[src/source/bpu_pkg.sv]
`default_nettype none

package bpu_pkg;

    localparam int vaddr_w     = 32;
    localparam int block_bytes = 32;                    // Fetch block size in bytes

    localparam int ubtb_size   = 8;
    localparam int ubtb_idx_w  = $clog2(ubtb_size);
    localparam int ubtb_tag_w  = 14;                    // pc[15:2]

    localparam int pht_idx_w   = 6;                     // pc[7:2]
    localparam int pht_size    = 1 << pht_idx_w;

    localparam logic [1:0] ctr_init = 2'b01;            // Weakly not taken
    localparam logic [1:0] ctr_max  = 2'b11;
    localparam logic [1:0] ctr_min  = 2'b00;

    typedef enum logic [0:0] {
        br_cond = 1'b0,
        br_jump = 1'b1
    } br_type_e;

    // One micro BTB entry, 48 bits
    typedef struct packed {
        logic                  valid;
        logic [ubtb_tag_w-1:0] tag;
        logic [vaddr_w-1:0]    target;
        br_type_e              br_type;
    } ubtb_entry_t;

    // Registered lookup answer, 66 bits
    typedef struct packed {
        logic               hit;
        br_type_e           br_type;
        logic [vaddr_w-1:0] target;
        logic [vaddr_w-1:0] fallthrough;
    } ubtb_resp_t;

endpackage

`default_nettype wire

[src/source/bpu_update_if.sv]
`timescale 1ns/1ps
`default_nettype none

// Training update shared by the micro BTB and the counter table
interface bpu_update_if;

    logic                        valid;
    logic [bpu_pkg::vaddr_w-1:0] pc;
    logic [bpu_pkg::vaddr_w-1:0] target;
    bpu_pkg::br_type_e           br_type;
    logic                        taken;

    modport source (
        output valid, pc, target, br_type, taken
    );

    modport sink (
        input valid, pc, target, br_type, taken
    );

endinterface

`default_nettype wire

[src/source/bpu_top.sv]
`timescale 1ns/1ps
`default_nettype none

module bpu_top (
    input  logic                        clk,
    input  logic                        rst_n,
    // Lookup request
    input  logic                        req_valid,
    input  logic [bpu_pkg::vaddr_w-1:0] req_pc,
    // Training
    input  logic                        upd_valid,
    input  logic [bpu_pkg::vaddr_w-1:0] upd_pc,
    input  logic [bpu_pkg::vaddr_w-1:0] upd_target,
    input  bpu_pkg::br_type_e           upd_type,
    input  logic                        upd_taken,
    // Prediction, one cycle after the request
    output logic                        pred_valid,
    output logic                        pred_hit,
    output logic                        pred_taken,
    output bpu_pkg::br_type_e           pred_type,
    output logic [bpu_pkg::vaddr_w-1:0] pred_target
);

    bpu_update_if        upd_if ();
    bpu_pkg::ubtb_resp_t ubtb_resp;
    logic                resp_valid;
    logic                pred_dir;

    assign upd_if.valid   = upd_valid;
    assign upd_if.pc      = upd_pc;
    assign upd_if.target  = upd_target;
    assign upd_if.br_type = upd_type;
    assign upd_if.taken   = upd_taken;

    ubtb u_ubtb (
        .clk        (clk),
        .rst_n      (rst_n),
        .req_valid  (req_valid),
        .req_pc     (req_pc),
        .upd        (upd_if.sink),
        .resp_valid (resp_valid),
        .resp       (ubtb_resp)
    );

    pht u_pht (
        .clk      (clk),
        .rst_n    (rst_n),
        .req_pc   (req_pc),
        .upd      (upd_if.sink),
        .pred_dir (pred_dir)
    );

    pred_combine u_combine (
        .resp_valid  (resp_valid),
        .resp        (ubtb_resp),
        .pred_dir    (pred_dir),
        .pred_valid  (pred_valid),
        .pred_hit    (pred_hit),
        .pred_taken  (pred_taken),
        .pred_type   (pred_type),
        .pred_target (pred_target)
    );

endmodule

`default_nettype wire

[src/source/pht.sv]
`timescale 1ns/1ps
`default_nettype none

module pht (
    input  logic                        clk,
    input  logic                        rst_n,
    input  logic [bpu_pkg::vaddr_w-1:0] req_pc,
    bpu_update_if.sink                  upd,
    output logic                        pred_dir
);

    logic [1:0]                    ctrs [bpu_pkg::pht_size];
    logic [bpu_pkg::pht_idx_w-1:0] req_idx;
    logic [bpu_pkg::pht_idx_w-1:0] upd_idx;
    logic [1:0]                    upd_ctr;
    logic [1:0]                    next_ctr;
    logic                          train;

    assign req_idx = req_pc[bpu_pkg::pht_idx_w+1:2];
    assign upd_idx = upd.pc[bpu_pkg::pht_idx_w+1:2];
    assign upd_ctr = ctrs[upd_idx];
    assign train   = upd.valid && (upd.br_type == bpu_pkg::br_cond);   // Jumps leave counters

    // Saturating step
    always_comb begin
        next_ctr = upd_ctr;
        if (upd.taken) begin
            if (upd_ctr != bpu_pkg::ctr_max) begin
                next_ctr = upd_ctr + 2'd1;
            end
        end else if (upd_ctr != bpu_pkg::ctr_min) begin
            next_ctr = upd_ctr - 2'd1;
        end
    end

    always_ff @(posedge clk) begin
        if (!rst_n) begin
            for (int i = 0; i < bpu_pkg::pht_size; i++) begin
                ctrs[i] <= bpu_pkg::ctr_init;
            end
        end else if (train) begin
            ctrs[upd_idx] <= next_ctr;
        end
    end

    always_ff @(posedge clk) begin
        pred_dir <= ctrs[req_idx][1];   // Old value on same-edge update
    end

endmodule

`default_nettype wire

[src/source/pred_combine.sv]
`timescale 1ns/1ps
`default_nettype none

module pred_combine (
    input  logic                        resp_valid,
    input  bpu_pkg::ubtb_resp_t         resp,
    input  logic                        pred_dir,
    output logic                        pred_valid,
    output logic                        pred_hit,
    output logic                        pred_taken,
    output bpu_pkg::br_type_e           pred_type,
    output logic [bpu_pkg::vaddr_w-1:0] pred_target
);

    logic taken;

    always_comb begin
        if (!resp.hit) begin
            taken = 1'b0;
        end else if (resp.br_type == bpu_pkg::br_jump) begin
            taken = 1'b1;                   // Jumps ignore the counter
        end else begin
            taken = pred_dir;
        end
    end

    assign pred_valid  = resp_valid;
    assign pred_hit    = resp.hit;
    assign pred_taken  = taken;
    assign pred_type   = resp.hit ? resp.br_type : bpu_pkg::br_cond;
    assign pred_target = taken ? resp.target : resp.fallthrough;

endmodule

`default_nettype wire

[src/source/ubtb.sv]
`timescale 1ns/1ps
`default_nettype none

module ubtb (
    input  logic                        clk,
    input  logic                        rst_n,
    input  logic                        req_valid,
    input  logic [bpu_pkg::vaddr_w-1:0] req_pc,
    bpu_update_if.sink                  upd,
    output logic                        resp_valid,
    output bpu_pkg::ubtb_resp_t         resp
);

    bpu_pkg::ubtb_entry_t           entries [bpu_pkg::ubtb_size];
    logic [bpu_pkg::ubtb_size-1:0]  valid_vec;
    logic [bpu_pkg::ubtb_size-1:0]  lookup_hits;
    logic [bpu_pkg::ubtb_size-1:0]  upd_hits;
    logic [bpu_pkg::ubtb_tag_w-1:0] lookup_tag;
    logic [bpu_pkg::ubtb_tag_w-1:0] upd_tag;
    logic [bpu_pkg::ubtb_idx_w-1:0] lookup_idx;
    logic [bpu_pkg::ubtb_idx_w-1:0] upd_idx;
    logic [bpu_pkg::ubtb_idx_w-1:0] rr_ptr;
    logic                           upd_hit;
    logic                           has_free;

    // Lowest set bit of a way vector
    function automatic logic [bpu_pkg::ubtb_idx_w-1:0] first_set(
        input logic [bpu_pkg::ubtb_size-1:0] vec
    );
        logic [bpu_pkg::ubtb_idx_w-1:0] idx;
        idx = '0;
        for (int i = bpu_pkg::ubtb_size - 1; i >= 0; i--) begin
            if (vec[i]) begin
                idx = bpu_pkg::ubtb_idx_w'(i);
            end
        end
        return idx;
    endfunction

    assign lookup_tag = req_pc[bpu_pkg::ubtb_tag_w+1:2];
    assign upd_tag    = upd.pc[bpu_pkg::ubtb_tag_w+1:2];

    for (genvar i = 0; i < bpu_pkg::ubtb_size; i++) begin : g_cmp
        assign valid_vec[i]   = entries[i].valid;
        assign lookup_hits[i] = entries[i].valid && (entries[i].tag == lookup_tag);
        assign upd_hits[i]    = entries[i].valid && (entries[i].tag == upd_tag);
    end

    assign upd_hit    = |upd_hits;
    assign has_free   = ~&valid_vec;
    assign lookup_idx = first_set(lookup_hits);

    // Match in place, else first free way, else round-robin victim
    always_comb begin
        if (upd_hit) begin
            upd_idx = first_set(upd_hits);
        end else if (has_free) begin
            upd_idx = first_set(~valid_vec);
        end else begin
            upd_idx = rr_ptr;
        end
    end

    always_ff @(posedge clk) begin
        if (!rst_n) begin
            for (int i = 0; i < bpu_pkg::ubtb_size; i++) begin
                entries[i].valid <= 1'b0;
            end
            rr_ptr <= '0;
        end else if (upd.valid) begin
            entries[upd_idx] <= '{valid:   1'b1,
                                  tag:     upd_tag,
                                  target:  upd.target,
                                  br_type: upd.br_type};
            if (!upd_hit && !has_free) begin
                rr_ptr <= (rr_ptr == bpu_pkg::ubtb_idx_w'(bpu_pkg::ubtb_size - 1)) ?
                          '0 : rr_ptr + 1'b1;
            end
        end
    end

    always_ff @(posedge clk) begin
        if (!rst_n) begin
            resp_valid <= 1'b0;
        end else begin
            resp_valid <= req_valid;
        end
    end

    always_ff @(posedge clk) begin
        if (req_valid) begin
            resp.hit         <= |lookup_hits;
            resp.br_type     <= entries[lookup_idx].br_type;
            resp.target      <= entries[lookup_idx].target;
            resp.fallthrough <= req_pc + bpu_pkg::vaddr_w'(bpu_pkg::block_bytes);
        end
    end

    // Tags stay unique only if updates always rewrite a matching way
    a_lookup_onehot : assert property (
        @(posedge clk) disable iff (!rst_n) $onehot0(lookup_hits)
    ) else $error("ubtb: multiple lookup hits");

    a_upd_onehot : assert property (
        @(posedge clk) disable iff (!rst_n) $onehot0(upd_hits)
    ) else $error("ubtb: multiple update hits");

endmodule

`default_nettype wire

[config.mk]
export PLATFORM = sky130hd
export DESIGN_NAME = bpu_top
export DESIGN_NICKNAME = d
export VERILOG_FILES = /design/src/source/bpu_pkg.sv /design/src/source/bpu_update_if.sv /design/src/source/bpu_top.sv /design/src/source/pht.sv /design/src/source/pred_combine.sv /design/src/source/ubtb.sv
export SDC_FILE = /design/constraint.sdc
export NUM_CORES = 1
export LEC_CHECK = 0
export BUFFER_PORTS_ARGS = -buffer_cell sky130_fd_sc_hd__buf_2
export CORE_MARGIN = 8
export CORE_UTILIZATION = 45
export DETAILED_ROUTE_END_ITERATION = 16
export PLACE_DENSITY = 0.59
export SLEW_MARGIN = 20
export SYNTH_ARGS = -nofsm -noshare
export SYNTH_HDL_FRONTEND = slang
export SYNTH_HIERARCHICAL = 1
export SYNTH_SLANG_ARGS = --single-unit
[constraint.sdc]
create_clock -name clk -period 17.13 [get_ports clk]
set_input_delay 0.8565 -clock clk [delete_from_list [all_inputs] [get_ports clk]]
set_output_delay 0.8565 -clock clk [all_outputs]
set_load 0.02 [all_outputs]
# Yosys cells after proc, flatten, opt, wreduce, memory -nomap -nowiden
# Memory sizes are Yosys's and may differ from the RTL's. A register that Yosys moved wholly into a read port is not among the register bits.
# Cells that the tools add are included.
# word_totals
n_memories	2
regBits	37
elab_cells	103
input_bits	102
mem_bits_rw	512
out_inout_bits	36
# classes
n_eq_ne	18
addsub	4
reduce_logical	26
n_mux	47
bitwise	2
# mem_list
memory	words	word_bits	rd	rd_ports_with_merged_regs	wr	line_no	rtl
u_ubtb.entries	8	48	9	1	8	ubtb.sv:14	bpu_pkg::ubtb_entry_t entries [bpu_pkg::ubtb_size];
u_pht.ctrs	64	2	2	1	64	pht.sv:12	logic [1:0] ctrs [bpu_pkg::pht_size];
# ops
op	n
$eq 14x14->1	16
$mux 3	28
$mux 48	1
$reduce_or 48->1	1
$add 32x6->32 const B	1
$mux 32	1
$logic_and 1x1->1	18
$reduce_or 8->1	2
$mux 1	11
$mux 2	5
$not 8->8	1
$reduce_and 8->1	1
$mux 6	1
$add 3x1->3 const B	1
$eq 3x3->1 const B	1
$add 2x1->2 const B	1
$ne 2x2->1 const B	1
$reduce_and 2->1	1
$reduce_bool 2->1	1
$reduce_or 2->1	1
$sub 2x1->2 const B	1
$logic_not 1->1	1
$not 1->1	1

# Longest topological paths before layout
# Gate-level depths: netlist (run 1).
# logic_depth
word_depth	12
mapped_depth	12
depth_no_buf	7

# Modules after synthesis
# The synthesis (run 1) kept the hierarchy.
# modules_own_cells
mod	n_inst	area_each_um2	cells_per_inst	seq_area_each_um2
ubtb	1	19921.6	1353	13513.0
pht	1	6945.4	606	3863.7
pred_combine	1	435.4	40	0.0

# Least setup slack after synthesis (run 1)
# Ideal clock, no wire load.
# synth_timing
path_type	input to register
startpoint	input port upd_pc[8] (netlist name)
endpoint	memory u_ubtb/entries[4][0] (netlist name) (enable)
t_required_ps	16620
setup_slack_ps	11005
path_stages	8
setup_time_ps	510
n_path_buf	1
arrival_time_ps	5615
path_cell_list	buf_2 -> xnor2_1 -> nand4_1 -> nor4_1 -> nor4b_1 -> a21bo_2 -> or2_2 -> nor3_1
# synth_rtl
element	line_no	rtl
from (decl)	bpu_top.sv:12	input logic [bpu_pkg::vaddr_w-1:0] upd_pc,
to (decl)	ubtb.sv:14	

==> metrics.yaml, run 1 <==
timing:
  setup_viol: 0
  finalCritPeriodShare_pct: 28.6
  fmax_ghz: 0.204
  skew_ns: 0.0390
  setup_slack_ns: 12.23
  maxSlewHeadroom_pct: 28.8
  finalHoldViolations: 0
  grt_setup_unrepaired: "false"
  drv_slew: 0
  worst_pin_slew_ns: 1.07
  finalCriticalPeriod_ns: 4.90
  tns_ns: 0
  hold_ws_ns: 0.433
place:
  portBuffers: 119
  hpwlAfterDp_mm: 43.9
  dpl_cell_area_sq_um: 28500
  place_congestion: 0.908
  post-place-ws_ns: 11.41
floorplanning:
  die_w_microns: 262
  pin_count: 138
  die_h_microns: 262
  num_rows: 90
  core-area_sq_um: 60100
  start_util_pct: 45.4
  die-area_sq_um: 68800
logic_synthesis:
  ys_types: 72
  synthCells: 1999
  yosys_most_used_dff: "edfxtp_1"
  syn_area_sq_um: 27300
  syn-mean-instance-area_sq_um: 13.7
  synth_edf_count: 570
  yosysWarnings: 6
  synthArstFlopShare_pct: 0
  synth_seq_cells: 583
  syn-num-nets: 2104
  ys_seq_area_share_pct: 63.6
setup_path:
  arrival_ns: 5.19
  crit_required_ns: 17.43
  r2r_slack_ns: 13.02
  startpoint: "upd_pc[4]"
  crit_type: "input pin to flip-flop"
  r2r-end: "u_ubtb/entries[7][9]$_DFFE_PP_"
  crit_fanout: 37
  cp-start-kind: "input pin"
  rr_startpoint: "u_ubtb/entries[7][44]$_DFFE_PP_"
  cp-end-kind: "flip-flop"
  ff2ff_path_depth: 9
min_path:
  hold_depth: 1
  worstHoldPathType: "input pin to flip-flop"
  hp-start: "req_pc[0]"
  min_to: "u_ubtb/resp[0]$_DFFE_PP_"
detailed_routing:
  dr_wl_met3_mm: 4.59
  route.layer.met1.wl_mm: 30.5
  route.met2.wl_mm: 35.6
  drc_errors: 0
  wl_per_cell_microns: 25.0
  vias: 17300
  drt_wl_total_mm: 73.1
  drt_iter0_drc: 1485
  avgViaCountPerCell: 5.92
  antenna_left: 0
  drt_first_pass_iters: 5
  top_layer: "met5"
global_route:
  grt_overflow_total: 0
  track_usage_pct: 20.8
  grt_pass1_vias: 17400
  antenna_found_initial: 2
  grt_max_degree: 80
  grt_pass1_wl_mm: 110
final_layout:
  drive_gt1_share_pct: 16.7
  antenna_cells: 0
  nets: 2198
  stdcell_area_sq_um: 30600
  area_growth_pct: 12.0
clock_network:
  h-tree-depth: 3
  cts_buffers: 66
  cts_resized: 0
  cts_setup_buffers: 0
  clkSlewWorstSetupHoldPaths_ns: 0.06
  clock_latency_ns: 0.60
  cts_tree: "built"
  cts_sinks: 583
  cts_buffer_depth: 3
  root_buffer: "clkbuf_16"
  hold_buffers: 0
run:
  maxCapViolCount: 0
outcome:
  status: "completed"
power_and_ir_drop:
  p_total_uw: 3170
  p_per_area_nw_per_um2: 104
  vdd_drop_max_uv: 79.8
  p_leak_uw: 0.00965
## sequential cells by signal (all words and copies together), names as in the netlist
signal and flops:
u_ubtb/rr_ptr 3, u_pht/pred_dir 1, u_ubtb/resp_valid 1, u_ubtb/resp 66
u_ubtb/entries 384, u_pht/ctrs 128
## layout make-up
cell class,instances,area (sq um)
sequential,583,17400
fill,5083,29500
multi-input combinational,1200,8960
timing repair buffer,166,951
clock inverter,32,258
clock buffer,86,1780
tap,782,978
inverter,76,285
## cell usage in the layout, fill, tap and decap left out, types with 5 or more instances in the layout
cell type,synthesis,routed
nand3_1,104,104
buf_2,55,118
mux2_2,34,34
or4_1,5,5
a22oi_1,9,9
xnor2_1,227,227
clkbuf_1,54,15
nand4_1,82,82
nor4_1,22,21
buf_4,7,48
nor2_1,69,69
a221oi_1,40,40
o21ai_1,17,17
inv_1,75,75
mux2i_1,94,94
nand2_1,111,111
nor3_1,72,67
nand3b_1,69,69
o21ai_0,54,54
mux4_2,29,29
xor2_1,20,20
clkinv_1,1,11
clkbuf_8,0,5
clkinv_2,0,13
dfxtp_1,13,13
and2_1,7,7
clkbuf_16,0,66
edfxtp_1,570,570
nor2b_1,10,10
a211oi_1,35,35
## per-stage QoR
step	instances	utilization, %
finish	2925	50.9
global route	2925	50.9
CTS	2925	50.8
detailed placement	2807	47.5
global placement	2807	47.5
floorplan	1999	-
## synthesized netlist by cell type (9+ instances only)
master,n,share of area (%)
a211oi_1,35,0.96
nor3_1,72,1.3
o21ai_0,54,0.99
mux2_2,34,1.4
nand4_1,82,1.9
xor2_1,20,0.64
a221oi_1,40,1.3
nor2_1,69,0.95
clkbuf_1,54,0.74
xnor2_1,227,7.3
buf_2,55,1.0
nor4_1,22,0.50
inv_1,75,1.0
o21ai_1,17,0.31
buf_6,21,0.87
mux4_2,29,2.4
nor2b_1,10,0.23
nand3_1,104,1.9
nand2_1,111,1.5
mux2i_1,94,3.4
a22oi_1,9,0.25
nand3b_1,69,1.9
dfxtp_1,13,0.95
edfxtp_1,570,63
## worst max path at each step
| stage | slack, ns | cells after the start | end |
|---|---|---|---|
| after floorplan | 11.00 | 8 | u_ubtb/entries[4][0]$_DFFE_PP_ |
| after global placement | 11.46 | 10 | u_ubtb/entries[2][17]$_DFFE_PP_ |
| after detailed placement | 11.41 | 11 | u_ubtb/entries[2][16]$_DFFE_PP_ |
| after CTS | 12.04 | 11 | u_ubtb/entries[2][9]$_DFFE_PP_ |
| after global routing | 11.93 | 10 | u_pht/ctrs[37][0]$_SDFFCE_PN1P_ |
| final | 12.23 | 10 | u_pht/ctrs[37][0]$_SDFFCE_PN1P_ |
## cell families (layout without fill, tap and decap cells)
kind of cell / Yosys count / after routing / share of synthesized area, %
XOR/XNOR: 249 / 249 / 8.04
adder cells (fa/ha/maj): 5 / 5 / 0.215
AO/OA/AOI/OAI: 201 / 201 / 5.27
multiplexers: 160 / 160 / 7.38
AND/OR/NAND/NOR: 585 / 585 / 11.6
buffers and inverters: 216 / 360 / 3.90
flip-flops: 583 / 583 / 63.6
## routing by layer
| layer | vias up | global-route usage, % |
|---|---|---|
| met3 | 148 | 3.23 |
| met4 | 2 | 8.13 |
| met1 | 8677 | 27.0 |
| li1 | 7767 | - |
| met2 | 721 | 34.8 |
| met5 | - | 0 |
## critical path, cell delays in order
cell	delay, ns
buf_2	0.58
buf_4	0.62
clkinv_1	0.51
a221oi_1	0.34
o21ai_0	0.14
a22o_1	0.28
nor4b_1	0.45
maj3_2	0.70
buf_4	0.51
nand3_1	0.14
## power by group
group	switching (uW)	internal [uW]	leakage, uW
combinational	156	72.5	0.00338
sequential	13.6	1600	0.00527
clock	562	766	0.000996
Note: power is estimated with default switching activity, not from simulation.
==> inputs of run 2 (changes only) <==
--- a/config.mk
+++ b/config.mk
@@ -5,11 +5,12 @@
 export SDC_FILE = /design/constraint.sdc
 export NUM_CORES = 1
 export LEC_CHECK = 0
+export ABC_AREA = 1
 export BUFFER_PORTS_ARGS = -buffer_cell sky130_fd_sc_hd__buf_2
 export CORE_MARGIN = 8
 export CORE_UTILIZATION = 45
 export DETAILED_ROUTE_END_ITERATION = 16
-export PLACE_DENSITY = 0.59
+export PLACE_DENSITY = 0.61
 export SLEW_MARGIN = 20
 export SYNTH_ARGS = -nofsm -noshare
 export SYNTH_HDL_FRONTEND = slang
==> constraint.sdc (replaced) <==
create_clock -name clk -period 4.1 [get_ports clk]
set_input_delay 0.205 -clock clk [delete_from_list [all_inputs] [get_ports clk]]
set_output_delay 0.205 -clock clk [all_outputs]
set_load 0.02 [all_outputs]
==> metrics.yaml, run 2 <==
logic_synthesis:
  synth_edf_count: 570
  synthArstFlopShare_pct: 0
  synth_seq_cells: 583
  synthCells: 3595
  ys_top_cells_by_count: "1055 x nand2_1, 570 x edfxtp_1, 496 x inv_1"
  ys_types: 50
  syn-num-nets: 3700
  syn_area_sq_um: 31100
  yosysWarnings: 6
  synth.most_common_cell: "nand2_1"
  ys_seq_area_share_pct: 55.9
  yosys_most_used_dff: "edfxtp_1"
  synth.area.top_cells: "edfxtp_1 55%, nand2_1 13%, nand3_1 6.6%"
  yosysTopAreaCellShare_pct: 55.0
  syn-mean-instance-area_sq_um: 8.65
  synth_area_leader_cell: "edfxtp_1"
timing:
  finalHoldViolations: 0
  setup_viol: 0
  tns_ns: 0
  finalCritPeriodShare_pct: 78.3
  drv_slew: 0
  skew_ns: 0.0264
  maxSlewHeadroom_pct: 23.0
  grt_setup_unrepaired: "false"
  worst_pin_slew_ns: 1.15
  setup_slack_ns: 0.890
  finalCriticalPeriod_ns: 3.21
  fmax_ghz: 0.311
final_layout:
  seq_area_sq_um: 17400
  n_fill_cell: 6345
  multiInputGateArea_sq_um: 10900
  final_cell_mix: "1053 x nand2_1, 570 x edfxtp_1, 488 x inv_1"
  final_common_cell: "nand2_1"
  largest_reg_flops: 384
  reg_top3: "u_ubtb/entries x384, u_pht/ctrs x128, u_ubtb/resp x66"
  largest_register: "u_ubtb/entries"
  postLayoutCoreUtil_pct: 51.8
  nets: 3857
  drive_gt1_share_pct: 9.16
  area_growth_pct: 13.9
setup_path:
  crit_fanout: 24
  rr_startpoint: "u_ubtb/entries[7][47]$_SDFF_PP1_"
  cp-start-kind: "flip-flop"
  ff2ff_path_depth: 15
  crit_required_ns: 4.39
  r2r-end: "u_ubtb/entries[7][32]$_DFFE_PP_"
  cp-end-kind: "flip-flop"
  cpMostUsedCell: "nand2_1"
  crit_type: "flip-flop to flip-flop"
  critical-path-max-stage-delay_ns: 0.47
  arrival_ns: 3.50
  critPathSlowestCell: "dfxtp_1"
  r2r_slack_ns: 0.89
  crit_chain: "inv_1 > a21oi_1 > nand3_1 > nor4_1 > nand2_1 > nand2_1 > inv_1 > o21bai_1 > nand2_1 > nand2_1 > inv_1 > nor2_1 > nand3_1 > inv_2 > buf_12"
floorplanning:
  die-area_sq_um: 77800
  die_h_microns: 279
  start_util_pct: 45.4
  pin_count: 138
  die_w_microns: 279
  num_rows: 96
  core-area_sq_um: 68500
detailed_routing:
  antenna_left: 0
  drt_wl_total_mm: 96.8
  avgViaCountPerCell: 5.40
  vias: 25300
  drt_first_pass_iters: 5
  drc_errors: 0
  drt_iter0_drc: 2481
  wl_per_cell_microns: 20.7
clock_network:
  cts_buffers: 67
  cts_tree: "built"
  cts_resized: 0
  clkSlewWorstSetupHoldPaths_ns: 0.06
  hold_buffers: 55
  root_buffer: "clkbuf_16"
  cts_buffer_depth: 3
  clock_latency_ns: 0.62
  h-tree-depth: 3
  cts_setup_buffers: 0
  cts_sinks: 583
min_path:
  min_to: "u_ubtb/entries[3][33]$_DFFE_PP_"
  worstHoldPathType: "input pin to flip-flop"
  hp-start: "upd_pc[2]"
  hold_depth: 1
power_and_ir_drop:
  vdd_drop_max_uv: 336
  p_per_area_nw_per_um2: 395
  p_leak_uw: 0.0150
global_route:
  grt_pass1_vias: 24400
  grt_pass1_wl_mm: 146
  antenna_found_initial: 4
  grt_overflow_total: 0
  track_usage_pct: 24.5
  grt_max_degree: 77
place:
  post-place-ws_ns: 0.757
  portBuffers: 119
  hpwlAfterDp_mm: 61.2
  place_congestion: 0.939
run:
  maxCapViolCount: 0
outcome:
  status: "completed"
## run 2: changes by cell type after synthesis, sizes merged, moves of 37 or more
cell	change
a221oi	-40
inv	+435
mux2	-37
mux2i	-94
nand2	+954
nand3	+307
nor2	+289
xnor2	-184
## run 2: final cells by class
cell class,count,area share (%)
sequential,583,49.0
multi-input combinational,2335,30.8
timing repair buffer,251,5.55
inverter,514,5.46
clock buffer,87,4.97
tap,882,3.11
clock inverter,30,1.11
antenna,2,0.0141
## run 2: worst max-delay path by stage
stage | to | cells after the start | slack, ns | start
2_1_floorplan | u_ubtb/entries[7][0]$_DFFE_PP_ | 15 | 1.12 | upd_pc[15]
3_3_place_gp | u_ubtb/entries[7][3]$_DFFE_PP_ | 15 | 0.77 | upd_pc[3]
3_5_place_dp | u_pht/ctrs[57][1]$_SDFFCE_PN0P_ | 13 | 0.76 | upd_pc[3]
4_1_cts | u_ubtb/entries[7][32]$_DFFE_PP_ | 15 | 1.00 | u_ubtb/entries[7][47]$_SDFF_PP1_
5_1_grt | u_ubtb/entries[7][30]$_DFFE_PP_ | 13 | 0.70 | u_ubtb/entries[7][47]$_SDFF_PP1_
6_report | u_ubtb/entries[7][32]$_DFFE_PP_ | 15 | 0.89 | u_ubtb/entries[7][47]$_SDFF_PP1_
## run 2: layer usage
| metal | part of all wire (%) | track usage [%] | up-vias |
|---|---|---|---|
| li1 | - | - | 12100 |
| met1 | 41 | 32.3 | 11800 |
| met2 | 45 | 39.4 | 1137 |
| met3 | 8.6 | 4.17 | 252 |
| met4 | 4.7 | 11.2 | 4 |
| met5 | 0.034 | 0 | - |
## run 2: power by group
part	internal, uW	total [uW]	switching [uW]	leakage (uW)
Combinational	359	1280	926	0.00867
Sequential	6680	6740	57.5	0.00530
Clock	3500	5970	2460	0.00104
Total	10500	14000	3450	0.0150
## run 2: logic make-up (layout without fill, tap and decap cells)
| group | after synthesis | in the layout | synth area share (%) |
|---|---|---|---|
| flip-flops | 583 | 583 | 55.9 |
| buffers and inverters | 677 | 882 | 9.23 |
| XOR/XNOR | 95 | 95 | 2.72 |
| adder cells (fa/ha/maj) | 3 | 3 | 0.121 |
| AND/OR/NAND/NOR | 2065 | 2065 | 28.9 |
| AO/OA/AOI/OAI | 172 | 172 | 3.12 |
| other | 0 | 2 | 0 |
## run 2: through the flow
stage | hold WS [ns] | power [uW] | area [sq um] | cells
6_report | 0.0104 | 14000 | 35400 | 4684
5_1_grt | 0.00262 | 14400 | 35400 | 4684
4_1_cts | 0.00205 | 14100 | 35400 | 4682
3_5_place_dp | 0.384 | 8080 | 32700 | 4510
3_3_place_gp | 0.382 | 8080 | 32700 | 4510
2_1_floorplan | 0.303 | 7580 | 31100 | 3595
## run 2: critical path, delay by kind of cell (launching register included)
family / cells / cell delay [ns]
buffers and inverters: 5 / 0.86
AND/OR/NAND/NOR: 8 / 1.29
AO/OA/AOI/OAI: 2 / 0.26
flip-flops: 1 / 0.47
